==> src/design/divsqrt_pkg.sv <==
`default_nettype none

package divsqrt_pkg;

    // width of divide operands and of every result word
    localparam int data_w = 32;
    // width of the request tag that travels with each operation
    localparam int id_w = 4;
    // a square-root radicand is twice the result width
    localparam int rad_w = 2 * data_w;
    // iteration counter width, one step per result bit
    localparam int cnt_w = $clog2(data_w);

    typedef enum logic [1:0] {
        op_div  = 2'd0,
        op_rem  = 2'd1,
        op_sqrt = 2'd2
    } op_e;

    // divide view of the operand word, dividend in the upper half
    typedef struct packed {
        logic [data_w-1:0] dividend;
        logic [data_w-1:0] divisor;
    } div_operands_t;

    // the same 64-bit operand word is read as a pair or as one radicand
    typedef union packed {
        div_operands_t    div;
        logic [rad_w-1:0] radicand;
    } operand_u;

    typedef struct packed {
        op_e              op;
        logic [id_w-1:0]  id;
        operand_u         operands;
    } request_t;

    // dz flags a divide by zero and is never set for square roots
    typedef struct packed {
        logic [data_w-1:0] rd;
        logic [id_w-1:0]   id;
        logic              dz;
    } result_t;

endpackage

`default_nettype wire

==> src/design/divsqrt_issue.sv <==
`default_nettype none

module divsqrt_issue (
    input  logic                          clk,
    input  logic                          rst,
    input  logic                          new_request,
    input  divsqrt_pkg::op_e              op,
    input  logic [divsqrt_pkg::id_w-1:0]  id,
    input  divsqrt_pkg::operand_u         operands,
    input  logic                          busy,
    input  logic                          wb_full,
    output logic                          ready,
    output logic                          start,
    output divsqrt_pkg::request_t         req
);

    // high for the one cycle between acceptance and the unit taking the request
    logic pending;
    logic accept;

    // no new work while a request waits, a unit is occupied,
    // or the writeback register still holds a result
    assign ready = ~pending & ~busy & ~wb_full;

    assign accept = new_request & ready;

    // the units load on the edge that ends the pending cycle,
    // so pending itself serves as the start pulse
    assign start = pending;

    always_ff @(posedge clk) begin
        if (rst) begin
            pending <= 1'b0;
        end else begin
            // pending lasts exactly one cycle since accept needs it low
            pending <= accept;
        end
    end

    // the request payload is captured on acceptance and held for the start cycle
    always_ff @(posedge clk) begin
        if (accept) begin
            req.op       <= op;
            req.id       <= id;
            req.operands <= operands;
        end
    end

endmodule

`default_nettype wire

==> src/design/int_div.sv <==
`default_nettype none

module int_div (
    input  logic                   clk,
    input  logic                   rst,
    input  logic                   start,
    input  divsqrt_pkg::request_t  req,
    input  logic                   ack,
    output logic                   done,
    output logic                   busy,
    output divsqrt_pkg::result_t   res
);
    import divsqrt_pkg::*;

    logic                running;
    logic [cnt_w-1:0]    count;
    // holds the dividend at start and collects quotient bits from the bottom
    logic [data_w-1:0]   quotient;
    logic [data_w-1:0]   rem;
    logic [data_w-1:0]   divisor;
    logic                is_rem;
    logic [id_w-1:0]     id;
    logic                dz;
    // partial remainder after bringing down the next dividend bit
    logic [data_w:0]     rem_shift;
    logic                fits;

    assign rem_shift = {rem, quotient[data_w-1]};
    assign fits      = rem_shift >= {1'b0, divisor};

    // the unit counts as occupied until its result has been taken
    assign busy = running | done;

    always_ff @(posedge clk) begin
        if (rst) begin
            running <= 1'b0;
            done    <= 1'b0;
            count   <= '0;
        end else begin
            if (start) begin
                running <= 1'b1;
                count   <= '0;
            end else if (running) begin
                count <= count + 1'b1;
                // the last of the data_w iterations also raises done
                if (&count) begin
                    running <= 1'b0;
                    done    <= 1'b1;
                end
            end
            if (ack) begin
                done <= 1'b0;
            end
        end
    end

    always_ff @(posedge clk) begin
        if (start) begin
            quotient <= req.operands.div.dividend;
            rem      <= '0;
            divisor  <= req.operands.div.divisor;
            is_rem   <= (req.op == op_rem);
            id       <= req.id;
            // with a zero divisor every trial subtract succeeds, leaving
            // all ones in the quotient and the dividend in the remainder
            dz       <= (req.operands.div.divisor == '0);
        end else if (running) begin
            quotient <= {quotient[data_w-2:0], fits};
            // a successful subtract leaves a value below the divisor,
            // so the low bits are all that is kept
            rem      <= fits ? rem_shift[data_w-1:0] - divisor : rem_shift[data_w-1:0];
        end
    end

    always_comb begin
        res.rd = is_rem ? rem : quotient;
        res.id = id;
        res.dz = dz;
    end

endmodule

`default_nettype wire

==> src/design/int_sqrt.sv <==
`default_nettype none

module int_sqrt (
    input  logic                   clk,
    input  logic                   rst,
    input  logic                   start,
    input  divsqrt_pkg::request_t  req,
    input  logic                   ack,
    output logic                   done,
    output logic                   busy,
    output divsqrt_pkg::result_t   res
);
    import divsqrt_pkg::*;

    logic                running;
    logic [cnt_w-1:0]    count;
    // radicand bits are consumed two at a time from the top
    logic [rad_w-1:0]    rad;
    logic [data_w-1:0]   root;
    // two's complement partial remainder whose sign picks add or subtract
    logic [data_w+3:0]   r;
    logic [data_w+3:0]   r_shift;
    logic [data_w+3:0]   r_next;
    logic [id_w-1:0]     id;

    // the dropped top bits are copies of the sign at this point
    assign r_shift = {r[data_w+1:0], rad[rad_w-1 -: 2]};

    always_comb begin
        // negative remainder restores through an add of 4q+3
        if (r[data_w+3]) begin
            r_next = r_shift + {2'b00, root, 2'b11};
        end else begin
            r_next = r_shift - {2'b00, root, 2'b01};
        end
    end

    assign busy = running | done;

    always_ff @(posedge clk) begin
        if (rst) begin
            running <= 1'b0;
            done    <= 1'b0;
            count   <= '0;
        end else begin
            if (start) begin
                running <= 1'b1;
                count   <= '0;
            end else if (running) begin
                count <= count + 1'b1;
                if (&count) begin
                    running <= 1'b0;
                    done    <= 1'b1;
                end
            end
            if (ack) begin
                done <= 1'b0;
            end
        end
    end

    always_ff @(posedge clk) begin
        if (start) begin
            rad  <= req.operands.radicand;
            r    <= '0;
            root <= '0;
            id   <= req.id;
        end else if (running) begin
            rad  <= {rad[rad_w-3:0], 2'b00};
            r    <= r_next;
            // a non-negative new remainder means the root bit is one
            root <= {root[data_w-2:0], ~r_next[data_w+3]};
        end
    end

    // the final remainder is not corrected since only the root is returned
    always_comb begin
        res.rd = root;
        res.id = id;
        res.dz = 1'b0;
    end

endmodule

`default_nettype wire

==> src/design/div_sqrt_wrapper.sv <==
`default_nettype none

module div_sqrt_wrapper (
    input  logic                   clk,
    input  logic                   rst,
    input  logic                   start,
    input  divsqrt_pkg::request_t  req,
    input  logic                   ack,
    output logic                   busy,
    output logic                   done,
    output divsqrt_pkg::result_t   res
);
    import divsqrt_pkg::*;

    logic     div_start;
    logic     sqrt_start;
    logic     div_ack;
    logic     sqrt_ack;
    logic     div_done;
    logic     sqrt_done;
    logic     div_busy;
    logic     sqrt_busy;
    result_t  div_res;
    result_t  sqrt_res;

    // divide and remainder share the divider, it latches which one to return
    assign sqrt_start = start & (req.op == op_sqrt);
    assign div_start  = start & (req.op != op_sqrt);

    // issue waits for both units, so only one is ever working
    assign busy = div_busy | sqrt_busy;

    int_div u_div (
        .clk   (clk),
        .rst   (rst),
        .start (div_start),
        .req   (req),
        .ack   (div_ack),
        .done  (div_done),
        .busy  (div_busy),
        .res   (div_res)
    );

    int_sqrt u_sqrt (
        .clk   (clk),
        .rst   (rst),
        .start (sqrt_start),
        .req   (req),
        .ack   (sqrt_ack),
        .done  (sqrt_done),
        .busy  (sqrt_busy),
        .res   (sqrt_res)
    );

    always_comb begin
        // each unit only sees an ack aimed at its own result
        div_ack  = ack & div_done;
        sqrt_ack = ack & sqrt_done;
        // divider first in the merge
        if (div_done) begin
            done = div_done;
            res  = div_res;
        end else begin
            done = sqrt_done;
            res  = sqrt_res;
        end
    end

endmodule

`default_nettype wire

==> src/design/divsqrt_wb.sv <==
`default_nettype none

module divsqrt_wb (
    input  logic                  clk,
    input  logic                  rst,
    input  logic                  unit_done,
    input  divsqrt_pkg::result_t  unit_res,
    input  logic                  ack,
    output logic                  unit_ack,
    output logic                  full,
    output logic                  done,
    output divsqrt_pkg::result_t  res
);

    // take the unit result only into an empty slot, which frees the unit
    // while the consumer may still be stalling
    assign unit_ack = unit_done & ~full;

    // a held result is always presented downstream
    assign done = full;

    always_ff @(posedge clk) begin
        if (rst) begin
            full <= 1'b0;
        end else if (unit_ack) begin
            full <= 1'b1;
        end else if (ack) begin
            // the consumer only acks while done is high
            full <= 1'b0;
        end
    end

    // result stays put while full, so it is stable under back-pressure
    always_ff @(posedge clk) begin
        if (unit_ack) begin
            res <= unit_res;
        end
    end

endmodule

`default_nettype wire

==> src/design/divsqrt_top.sv <==
`default_nettype none

module divsqrt_top (
    input  logic                          clk,
    input  logic                          rst,
    input  logic                          new_request,
    input  divsqrt_pkg::op_e              op,
    input  logic [divsqrt_pkg::id_w-1:0]  id,
    input  divsqrt_pkg::operand_u         operands,
    output logic                          ready,
    output logic                          done,
    input  logic                          ack,
    output divsqrt_pkg::result_t          res
);
    import divsqrt_pkg::*;

    logic      start;
    logic      busy;
    logic      wb_full;
    logic      unit_done;
    logic      unit_ack;
    request_t  req;
    result_t   unit_res;

    divsqrt_issue u_issue (
        .clk         (clk),
        .rst         (rst),
        .new_request (new_request),
        .op          (op),
        .id          (id),
        .operands    (operands),
        .busy        (busy),
        .wb_full     (wb_full),
        .ready       (ready),
        .start       (start),
        .req         (req)
    );

    div_sqrt_wrapper u_core (
        .clk   (clk),
        .rst   (rst),
        .start (start),
        .req   (req),
        .ack   (unit_ack),
        .busy  (busy),
        .done  (unit_done),
        .res   (unit_res)
    );

    divsqrt_wb u_wb (
        .clk       (clk),
        .rst       (rst),
        .unit_done (unit_done),
        .unit_res  (unit_res),
        .ack       (ack),
        .unit_ack  (unit_ack),
        .full      (wb_full),
        .done      (done),
        .res       (res)
    );

endmodule

`default_nettype wire

==> config.mk <==
export PLATFORM = sky130hd
export DESIGN_NAME = divsqrt_top
export DESIGN_NICKNAME = d
export VERILOG_FILES = /design/src/design/divsqrt_pkg.sv /design/src/design/divsqrt_issue.sv /design/src/design/int_div.sv /design/src/design/int_sqrt.sv /design/src/design/div_sqrt_wrapper.sv /design/src/design/divsqrt_wb.sv /design/src/design/divsqrt_top.sv
export SDC_FILE = /design/constraint.sdc
export NUM_CORES = 1
export LEC_CHECK = 0
export ABC_AREA = 1
export BUFFER_PORTS_ARGS = -buffer_cell sky130_fd_sc_hd__buf_2
export CORE_ASPECT_RATIO = 0.7
export CORE_MARGIN = 2
export CORE_UTILIZATION = 35
export CTS_CLUSTER_DIAMETER = 60
export DETAILED_ROUTE_END_ITERATION = 6
export PLACE_DENSITY = 0.64
export SLEW_MARGIN = 20
export SYNTH_ARGS = -nofsm -noshare
export SYNTH_HDL_FRONTEND = slang
export SYNTH_SLANG_ARGS = --single-unit
==> constraint.sdc <==
create_clock -name clk -period 6.1 [get_ports clk]
set_clock_uncertainty 0.2 [all_clocks]
set_input_delay 0.61 -clock clk [delete_from_list [all_inputs] [get_ports clk]]
set_output_delay 0.61 -clock clk [all_outputs]
set_load 0.05 [all_outputs]
==> flow_summary_export.csv, run 1 <==
group,metric,value,unit
run_status,status,"finished clean",
grt,grt_overflow,0,
clock_tree,path_clk_slew,70,ps
clock_tree,numCtsBuffers,38,
floorplan,core,52400,µm²
routing,wl_per_cell,16.8,µm
yosys,synth_edf_count,245,
yosys,muxShareOfSynthArea,0,%
sta,slew_viol_final,0,
routing,wl_met3,5390,µm
min_path,min_path_type,"in -> reg",
setup_path,cp_max_fo,35,
sta,post-route-period-util,59.1,%
sta,finalCriticalPeriod,3610,ps
setup_path,path_class,"reg -> reg",
yosys,synth_simple_gate_area_share,22.5,%
clock_tree,post_cts_resized,0,
sta,hold_ws,28.0,ps
min_path,whs_path_depth,1,
placed_design,dpl_cell_area,19900,µm²
placed_design,routabilityCongestion,0.961,
floorplan,fp.dieArea,55100,µm²
sta,slew_headroom,30.5,%
power_and_ir_drop,pwr-share-comb,37.6,%
clock_tree,hold_buffers,58,
clock_tree,cts-root-buf,"clkbuf_16",
yosys,ys_seq_area_share,51.9,%
yosys,synth_top_flop_cell,"edfxtp_1",
setup_path,arrival,3880,ps
setup_path,cp-start-kind,"flop",
power_and_ir_drop,switchingPower,0.00337,W
power_and_ir_drop,internal_power,0.00531,W
routing,initialDrtViolationCount,1735,
yosys,synth_compound_area_share,9.58,%
routing,ant_nets,0,
clock_tree,post_cts_buffers,0,
cells_and_area,finalNetCount,2528,
routing,routed_wl,51900,µm
yosys,yosysWarnings,0,
job,drv_cap,0,
power_and_ir_drop,clockPowerShare,27.0,%
yosys,synthDistinctLibCells,42,
routing,top_layer_used,"met4",
cells_and_area,area_growth,16.7,%
sta,setup_tns,0,ps
floorplan,ios,113,
placed_design,place_ws,2170,ps
power_and_ir_drop,p_per_area,400,nW/µm²
routing,met2WireLength,20200,µm
clock_tree,cts_tree,"built",
grt,grt_max_degree,124,
sta,finalSetupViolCount,0,
clock_tree,htreeDepth,2,
routing,via_count,15300,
cells_and_area,drive_above_1_share,8.46,%
floorplan,chipHeight,197,µm
yosys,async_flop_share,0,%
yosys,syn-instance-count,2226,
placed_design,numPortBuffers,112,
power_and_ir_drop,swShare,38.8,%
setup_path,worst-r2r-cell-count,11,
grt,grt_antenna_before_repair,2,
clock_tree,clock_path_buffers,3,
sta,fmax,0.277,GHz
routing,wl_met1,25300,µm
cells_and_area,num-fill-cells,5230,
power_and_ir_drop,power_frac_seq,35.4,%
setup_path,end_kind,"flop",
sta,hold_viol,0,
cells_and_area,final_area,21700,µm²
sta,rsz0062_at_grt,"false",
floorplan,row_count,70,
floorplan,start_util,35.5,%
routing,first_pass_iters,5,
yosys,synth_xor_area_share,2.92,%
placed_design,dp_hpwl,38900,µm
setup_path,crit_required,6370,ps
yosys,synth_top_family_by_area,"simple AND/OR/NAND/NOR gates",
sta,worst_slack,2490,ps
grt,grt_pass1_vias,14300,
floorplan,die_x,280,µm
power_and_ir_drop,power_leakage,10.1,nW
yosys,ys_ff_latch,360,
sta,worst_pin_slew,1040,ps
yosys,synth_nets,2371,
cells_and_area,layout_common_cells,"nand2_1, inv_1, edfxtp_1",
power_and_ir_drop,vdd_drop_max,0.230,mV
clock_tree,clk_latency,580,ps
yosys,yosys.area_share.adder,4.81,%
yosys,syn_area_per_cell,8.36,µm²
cells_and_area,final_common_cell,"nand2_1",
routing,vias_per_cell,4.93,
grt,grt_first_pass_wirelength,79400,µm
clock_tree,cts_sinks,360,
routing,drc,0,
yosys,netlist_area,18600,µm²
grt,grt_usage,18.7,%
[cells by family (layout without fill, tap and decap cells)]
| family | after synthesis | in the layout |
|---|---|---|
| compound gates | 310 | 310 |
| simple gates | 1022 | 1022 |
| buf+inv | 401 | 585 |
| xor+xnor | 62 | 62 |
| other cells | 0 | 1 |
| fa+ha+maj | 71 | 71 |
| flops | 360 | 360 |
[final timing paths]
path	from	endpoint	slack, ps
worst max-delay path	u_core.u_sqrt.r[35]	u_core.u_sqrt.r[30]	2490
worst min-delay path	operands[58]	u_issue.req[58]	30
worst max register to register	u_core.u_sqrt.r[35]	u_core.u_sqrt.r[30]	2490
worst min register to register	u_issue.req[67]	u_core.u_div.id[3]	250
[cell type report]
type	count	area, µm²	area share [%]
well taps	684	856	3.94
repair buffers	185	1270	5.87
multi-input cells	1465	7430	34.2
clock buffers	45	1010	4.64
diodes	1	2.50	0.0115
clock inverters	22	234	1.08
inverters	333	1250	5.76
flip-flops and latches	360	9660	44.5
[through the flow]
stage	utilization (%)	power, W	instances
floorplan	-	0.00544	2226
global placement	37.9	0.00621	2968
detailed placement	37.9	0.00625	2968
CTS	41.4	0.00866	3093
global route	41.5	0.00924	3094
finish	41.5	0.00868	3095
[critical path, cell delays in order (launching register included)]
cell	delay, ps
dfxtp_2	1020
xnor2_1	200
ha_1	400
nand2_1	120
o21ai_0	280
nor2_1	150
o21ai_0	630
nand2_1	210
nand2_1	110
nand2_1	60
nand3_1	70
nand2_1	60
[cells in the mapped netlist (all sizes together) (2+ instances only)]
cell type,count,area [µm²]
nand2,715,2700
inv,332,1250
edfxtp,245,7360
o21ai,146,731
nand3,124,626
nor2,123,469
dfxtp,115,2300
a21oi,74,382
ha,70,876
xnor2,53,464
clkbuf,46,173
a22oi,32,240
o211ai,32,240
buf,22,126
nand3b,17,128
nand4,17,106
nor3,15,75.1
o21bai,10,75.1
xor2,9,78.8
a21o,4,30.0
a31oi,4,25.0
nor4,4,25.0
o21a,3,22.5
a211oi,2,15.0
a21boi,2,15.0
and2,2,12.5
nor3b,2,15.0
or2,2,12.5
[flip-flops by register name, summed over array words and instances (netlist names), 5 cells and up]
| register | count |
|---|---|
| u_wb.res | 37 |
| u_core.u_div.count | 5 |
| u_core.u_sqrt.r | 35 |
| u_core.u_div.quotient | 32 |
| u_core.u_sqrt.count | 5 |
| u_core.u_sqrt.root | 32 |
| u_core.u_sqrt.rad | 64 |
| u_core.u_div.rem | 32 |
| u_issue.req | 70 |
| u_core.u_div.divisor | 32 |
[layer usage]
metal  up-vias  track usage, %
met1      7041            28.4
met5         -               0
met4         0            4.79
met2       573            25.5
met3        62            5.36
li1       7588               -
[power by group through the flow]
stage          logic, W  clock network, W  registers (W)
6_report        0.00326           0.00235        0.00307
5_1_grt         0.00364           0.00250        0.00310
4_1_cts         0.00319           0.00241        0.00307
3_5_place_dp    0.00314                 0        0.00312
3_3_place_gp    0.00310                 0        0.00311
2_1_floorplan   0.00244                 0        0.00300
Power figures use the tool's default switching activity.
==> run 2, diff against run 1 <==
- clock period: 6.1 -> 3 ns (I/O delays scaled with it)
==> run 2 against run 1 <==
Highest routed layer unchanged. Utilization increased by 1.1 points. First-iteration DRC count fell by 14%. Setup slack got worse by 2300 ps. Fmax grew 29%. Combinational power rose by 120%. Die area is the same.
==> flow_summary_export.csv, run 2 (same netlist as run 1, synthesis figures left out) <==
group,metric,value,unit
placed_design,place_ws,307,ps
cells_and_area,finalNetCount,2564,
clock_tree,cts_tree,"built",
routing,drc,0,
setup_path,startpoint,"u_core.u_sqrt.r[35]",
routing,routed_wl,53800,µm
power_and_ir_drop,swShare,38.5,%
grt,grt_first_pass_wirelength,82100,µm
sta,rsz0062_at_grt,"false",
job,drv_cap,0,
placed_design,dp_hpwl,40600,µm
cells_and_area,final_area,22300,µm²
power_and_ir_drop,internal_power,0.0115,W
floorplan,fp.dieArea,55100,µm²
setup_path,cp_max_fo,18,
clock_tree,clock_path_buffers,3,
setup_path,rrSetupSlack,210,ps
placed_design,placedCellCount,2987,
routing,vias_per_cell,4.95,
setup_path,cp-start-kind,"flop",
floorplan,die_x,280,µm
placed_design,dpl_cell_area,20100,µm²
cells_and_area,largest_register,"u_issue.req",
grt,grt_pass1_vias,14500,
cells_and_area,diodes,0,
power_and_ir_drop,pwr-share-comb,38.1,%
setup_path,cpMostUsedCell,"nand2_1",
routing,top_layer_used,"met4",
setup_path,cp_slowest_stage_delay,500,ps
setup_path,path_class,"reg -> reg",
setup_path,rr_startpoint,"u_core.u_sqrt.r[35]",
cells_and_area,fin_cells,3136,
clock_tree,htreeDepth,2,
cells_and_area,area_growth,19.6,%
clock_tree,path_clk_slew,70,ps
routing,wl_per_cell,17.2,µm
sta,hold_viol,0,
floorplan,row_count,70,
setup_path,cp_num_buf_inv,1,
sta,finalCriticalPeriod,2790,ps
sta,worst_pin_slew,998,ps
grt,grt_overflow,0,
sta,hold_ws,201,ps
clock_tree,numCtsBuffers,41,
sta,post-route-period-util,93.1,%
grt,grt_antenna_before_repair,0,
power_and_ir_drop,clockPowerShare,29.0,%
cells_and_area,num-fill-cells,5122,
cells_and_area,layout_common_cells,"nand2_1, inv_1, edfxtp_1",
setup_path,end_kind,"flop",
routing,initialDrtViolationCount,1493,
floorplan,core,52400,µm²
setup_path,cpMaxStageDelayCell,"o21ai_0",
min_path,min_path_type,"in -> reg",
floorplan,ios,113,
cells_and_area,top_regs,"u_issue.req: 70 flops, u_core.u_sqrt.rad: 64 flops, u_wb.res: 37 flops",
sta,slew_headroom,33.4,%
cells_and_area,largest_reg_flops,70,
clock_tree,cts-root-buf,"clkbuf_16",
grt,grt_max_degree,120,
routing,first_pass_iters,5,
min_path,hold_start,"operands[15]",
clock_tree,clk_latency,600,ps
setup_path,crit_required,3330,ps
power_and_ir_drop,vdd_drop_max,0.507,mV
min_path,whs_path_depth,2,
routing,met2WireLength,21000,µm
min_path,worstHoldEndpoint,"u_issue.req[15]",
power_and_ir_drop,power_leakage,10.4,nW
sta,finalSetupViolCount,0,
run_status,status,"finished clean",
placed_design,routabilityCongestion,0.924,
grt,grt_usage,19.4,%
placed_design,numPortBuffers,112,
power_and_ir_drop,switchingPower,0.00719,W
setup_path,arrival,3120,ps
sta,slew_viol_final,0,
setup_path,crit_chain,"buf_12 -> xnor2_1 -> ha_1 -> nand2_1 -> nor2_1 -> nand3_1 -> o21ai_0 -> nand2_1 -> nand3_1 -> nand2_1 -> o21ai_0",
setup_path,worst-r2r-cell-count,11,
setup_path,path_delay_family,"simple AND/OR/NAND/NOR gates",
routing,wl_met1,27000,µm
routing,ant_nets,0,
setup_path,r2r-end,"u_core.u_sqrt.r[31]",
floorplan,chipHeight,197,µm
sta,fmax,0.358,GHz
sta,worst_slack,207,ps
floorplan,start_util,35.5,%
cells_and_area,drive_above_1_share,9.62,%
routing,wl_met3,5000,µm
clock_tree,cts_sinks,360,
routing,via_count,15500,
cells_and_area,final_common_cell,"nand2_1",
power_and_ir_drop,power_frac_seq,32.9,%
power_and_ir_drop,p_per_area,839,nW/µm²
## run 2: area by class of cell
cell class                      count  area, µm²  area share, %
Timing Repair Buffer              218       1590           7.14
Multi-Input combinational cell   1465       7440           33.4
Sequential cell                   360       9660           43.4
Clock buffer                       53       1100           4.94
Tap cell                          684        856           3.84
Inverter                          333       1250           5.64
Clock inverter                     23        357           1.60
## run 2: worst register-to-register path: cells and delay by family, from the launching register on
family	cells	cell delay (ps)
simple gates	6	820
compound gates	2	660
buf+inv	1	180
xor+xnor	1	130
flops	1	360
fa+ha+maj	1	380
## run 2: how the worst max path moves through the flow
stage	slack, ps	cells after the start	end
3_5_place_dp	310	12	u_core.u_sqrt.root[0]
2_1_floorplan	-0.8	3	u_issue.req[0]
4_1_cts	290	12	u_core.u_sqrt.root[0]
6_report	210	11	u_core.u_sqrt.r[31]
3_3_place_gp	230	12	u_core.u_sqrt.root[0]
5_1_grt	60	12	u_core.u_sqrt.r[23]
## run 2: metal layers
metal	up-vias	track usage (%)
li1	7652	-
met1	7294	30.2
met2	510	26.7
met3	55	4.73
met4	0	4.10
met5	-	0
## run 2: what timing repair did
item,4_1_cts,5_1_grt
endpoints found under the hold margin,76,0
resized for setup,0,0
setup buffers,0,0
hold buffers,73,0
setup endpoints to repair,0,0
## run 2: power groups by stage
stage	clock network, W	registers, W	logic (W)
floorplan	0	0.00610	0.00496
global placement	0	0.00622	0.00685
detailed placement	0	0.00624	0.00687
CTS	0.00549	0.00614	0.00699
global route	0.00568	0.00618	0.00798
finish	0.00541	0.00614	0.00712
## run 2: through the flow
step                power [W]  setup TNS, ps  util (%)
finish                 0.0187              0      42.5
global route           0.0198              0      42.5
CTS                    0.0186              0      42.5
detailed placement     0.0131              0      38.3
global placement       0.0131              0      38.3
floorplan              0.0111          -58.8         -
==> run 3, diff against run 2 <==
- CTS_BUF_LIST: default -> sky130_fd_sc_hd__clkbuf_8 sky130_fd_sc_hd__clkbuf_16
==> run 3 against run 2 <==
First-iteration DRC count grew 3.2%. Sequential power is essentially flat. Non-clock buffer count is the same. Cell count is the same. Via count is essentially flat. Wire length is essentially flat. Design area is the same. Die area is the same. Largest cell class unchanged.
==> flow_summary_export.csv, run 3 (same netlist as run 1, synthesis figures left out) <==
group,metric,value,unit
cells_and_area,final_area,22300,µm²
setup_path,crit_chain,"buf_12 -> xnor2_1 -> ha_1 -> nand2_1 -> nor2_1 -> nand3_1 -> o21ai_0 -> nand2_1 -> nand3_1 -> nand2_1 -> o21ai_0",
sta,slew_headroom,32.9,%
setup_path,cp_slowest_stage_delay,500,ps
sta,hold_ws,202,ps
placed_design,routabilityCongestion,0.924,
cells_and_area,area_growth,19.6,%
power_and_ir_drop,clockPowerShare,28.9,%
placed_design,dpl_cell_area,20100,µm²
placed_design,numPortBuffers,112,
clock_tree,htreeDepth,2,
power_and_ir_drop,power_frac_seq,32.9,%
sta,setup_tns,0,ps
min_path,min_path_type,"in -> reg",
cells_and_area,layout_common_cells,"nand2_1, inv_1, edfxtp_1",
setup_path,startpoint,"u_core.u_sqrt.r[35]",
power_and_ir_drop,vdd_drop_max,0.508,mV
routing,ant_nets,0,
setup_path,path_depth,11,
floorplan,core,52400,µm²
clock_tree,cts_sinks,360,
setup_path,cpMostUsedCell,"nand2_1",
floorplan,row_count,70,
floorplan,fp.dieArea,55100,µm²
setup_path,arrival,3130,ps
routing,vias_per_cell,4.94,
clock_tree,post_cts_buffers,0,
clock_tree,post_cts_resized,0,
routing,routed_wl,53800,µm
routing,wl_per_cell,17.2,µm
cells_and_area,diodes,0,
setup_path,path_class,"reg -> reg",
setup_path,cp-start-kind,"flop",
setup_path,path_delay_family,"simple AND/OR/NAND/NOR gates",
job,drv_cap,0,
setup_path,cpMaxStageDelayCell,"o21ai_0",
floorplan,ios,113,
routing,drc,0,
cells_and_area,num-fill-cells,5122,
power_and_ir_drop,switchingPower,0.00719,W
power_and_ir_drop,internal_power,0.0115,W
setup_path,cp_num_buf_inv,1,
clock_tree,numCtsBuffers,41,
clock_tree,cts_tree,"built",
cells_and_area,final_common_cell,"nand2_1",
setup_path,crit_required,3330,ps
clock_tree,clk_latency,600,ps
sta,fmax,0.358,GHz
placed_design,dp_hpwl,40600,µm
cells_and_area,final_core_util,42.5,%
floorplan,start_util,35.5,%
sta,finalSetupViolCount,0,
sta,worst_pin_slew,1000,ps
sta,worst_slack,203,ps
setup_path,cp_max_fo,18,
run_status,status,"finished clean",
setup_path,rr_startpoint,"u_core.u_sqrt.r[35]",
cells_and_area,largest_reg_flops,70,
routing,initialDrtViolationCount,1541,
clock_tree,hold_buffers,73,
sta,post-route-period-util,93.2,%
cells_and_area,finalNetCount,2564,
grt,grt_max_degree,120,
setup_path,end_kind,"flop",
power_and_ir_drop,swShare,38.6,%
sta,finalCriticalPeriod,2800,ps
clock_tree,cts-root-buf,"clkbuf_16",
cells_and_area,drive_above_1_share,9.62,%
setup_path,worst-r2r-cell-count,11,
floorplan,die_x,280,µm
clock_tree,clock_path_buffers,3,
grt,grt_first_pass_wirelength,82100,µm
routing,first_pass_iters,5,
placed_design,place_ws,307,ps
floorplan,chipHeight,197,µm
grt,grt_overflow,0,
grt,grt_pass1_vias,14500,
power_and_ir_drop,power_leakage,10.4,nW
cells_and_area,top_regs,"u_issue.req: 70 flops, u_core.u_sqrt.rad: 64 flops, u_wb.res: 37 flops",
sta,rsz0062_at_grt,"false",
setup_path,r2r-end,"u_core.u_sqrt.r[31]",
sta,slew_viol_final,0,
grt,grt_antenna_before_repair,0,
power_and_ir_drop,pwr-share-comb,38.2,%
sta,hold_viol,0,
setup_path,rrSetupSlack,200,ps
setup_path,critPathCapture,"u_core.u_sqrt.r[31]",
routing,via_count,15500,
power_and_ir_drop,p_per_area,837,nW/µm²
clock_tree,path_clk_slew,60,ps
grt,grt_usage,19.4,%
cells_and_area,largest_register,"u_issue.req",
run 3: cell types whose count changed in the layout (fill, tap and decap cells not counted):
| cell | before | now |
|---|---|---|
| inv_1 | 326 | 335 |
| clkbuf_1 | 9 | 0 |
run 3: cell type report:
class,count,area (µm²),share of cell area (%)
Clock buffer,44,1070,4.79
Clock inverter,32,390,1.75
Inverter,333,1250,5.64
Multi-Input combinational cell,1465,7440,33.4
Sequential cell,360,9660,43.4
Tap cell,684,856,3.84
Timing Repair Buffer,218,1590,7.14
run 3: worst min-delay path by stage:
stage,start,end,slack (ps),depth (start not counted)
after global routing,operands[35],u_issue.req[35],190,2
after floorplan,rst,u_wb.done,160,1
after detailed placement,u_issue.req[66],u_core.u_div.id[2],230,0
final,operands[15],u_issue.req[15],200,2
after CTS,operands[35],u_issue.req[35],170,2
after global placement,u_issue.req[67],u_core.u_sqrt.id[3],220,0
run 3: through the flow:
step | power (W) | instances
after floorplan | 0.0111 | 2226
after global placement | 0.0131 | 2987
after detailed placement | 0.0131 | 2987
after CTS | 0.0186 | 3136
after global routing | 0.0198 | 3136
final | 0.0186 | 3136
run 3: power by group through the flow:
stage,registers [W],logic (W),clock network (W)
floorplan,0.00610,0.00496,0
global placement,0.00622,0.00685,0
detailed placement,0.00624,0.00687,0
CTS,0.00614,0.00699,0.00546
global route,0.00618,0.00798,0.00565
finish,0.00614,0.00712,0.00539
run 3: routing by layer:
layer	vias up	wire length (µm)	track usage, %
li1	7652	-	-
met1	7293	26900	30.2
met2	509	21100	26.7
met3	51	5040	4.73
met4	0	805	4.10
met5	-	0	0
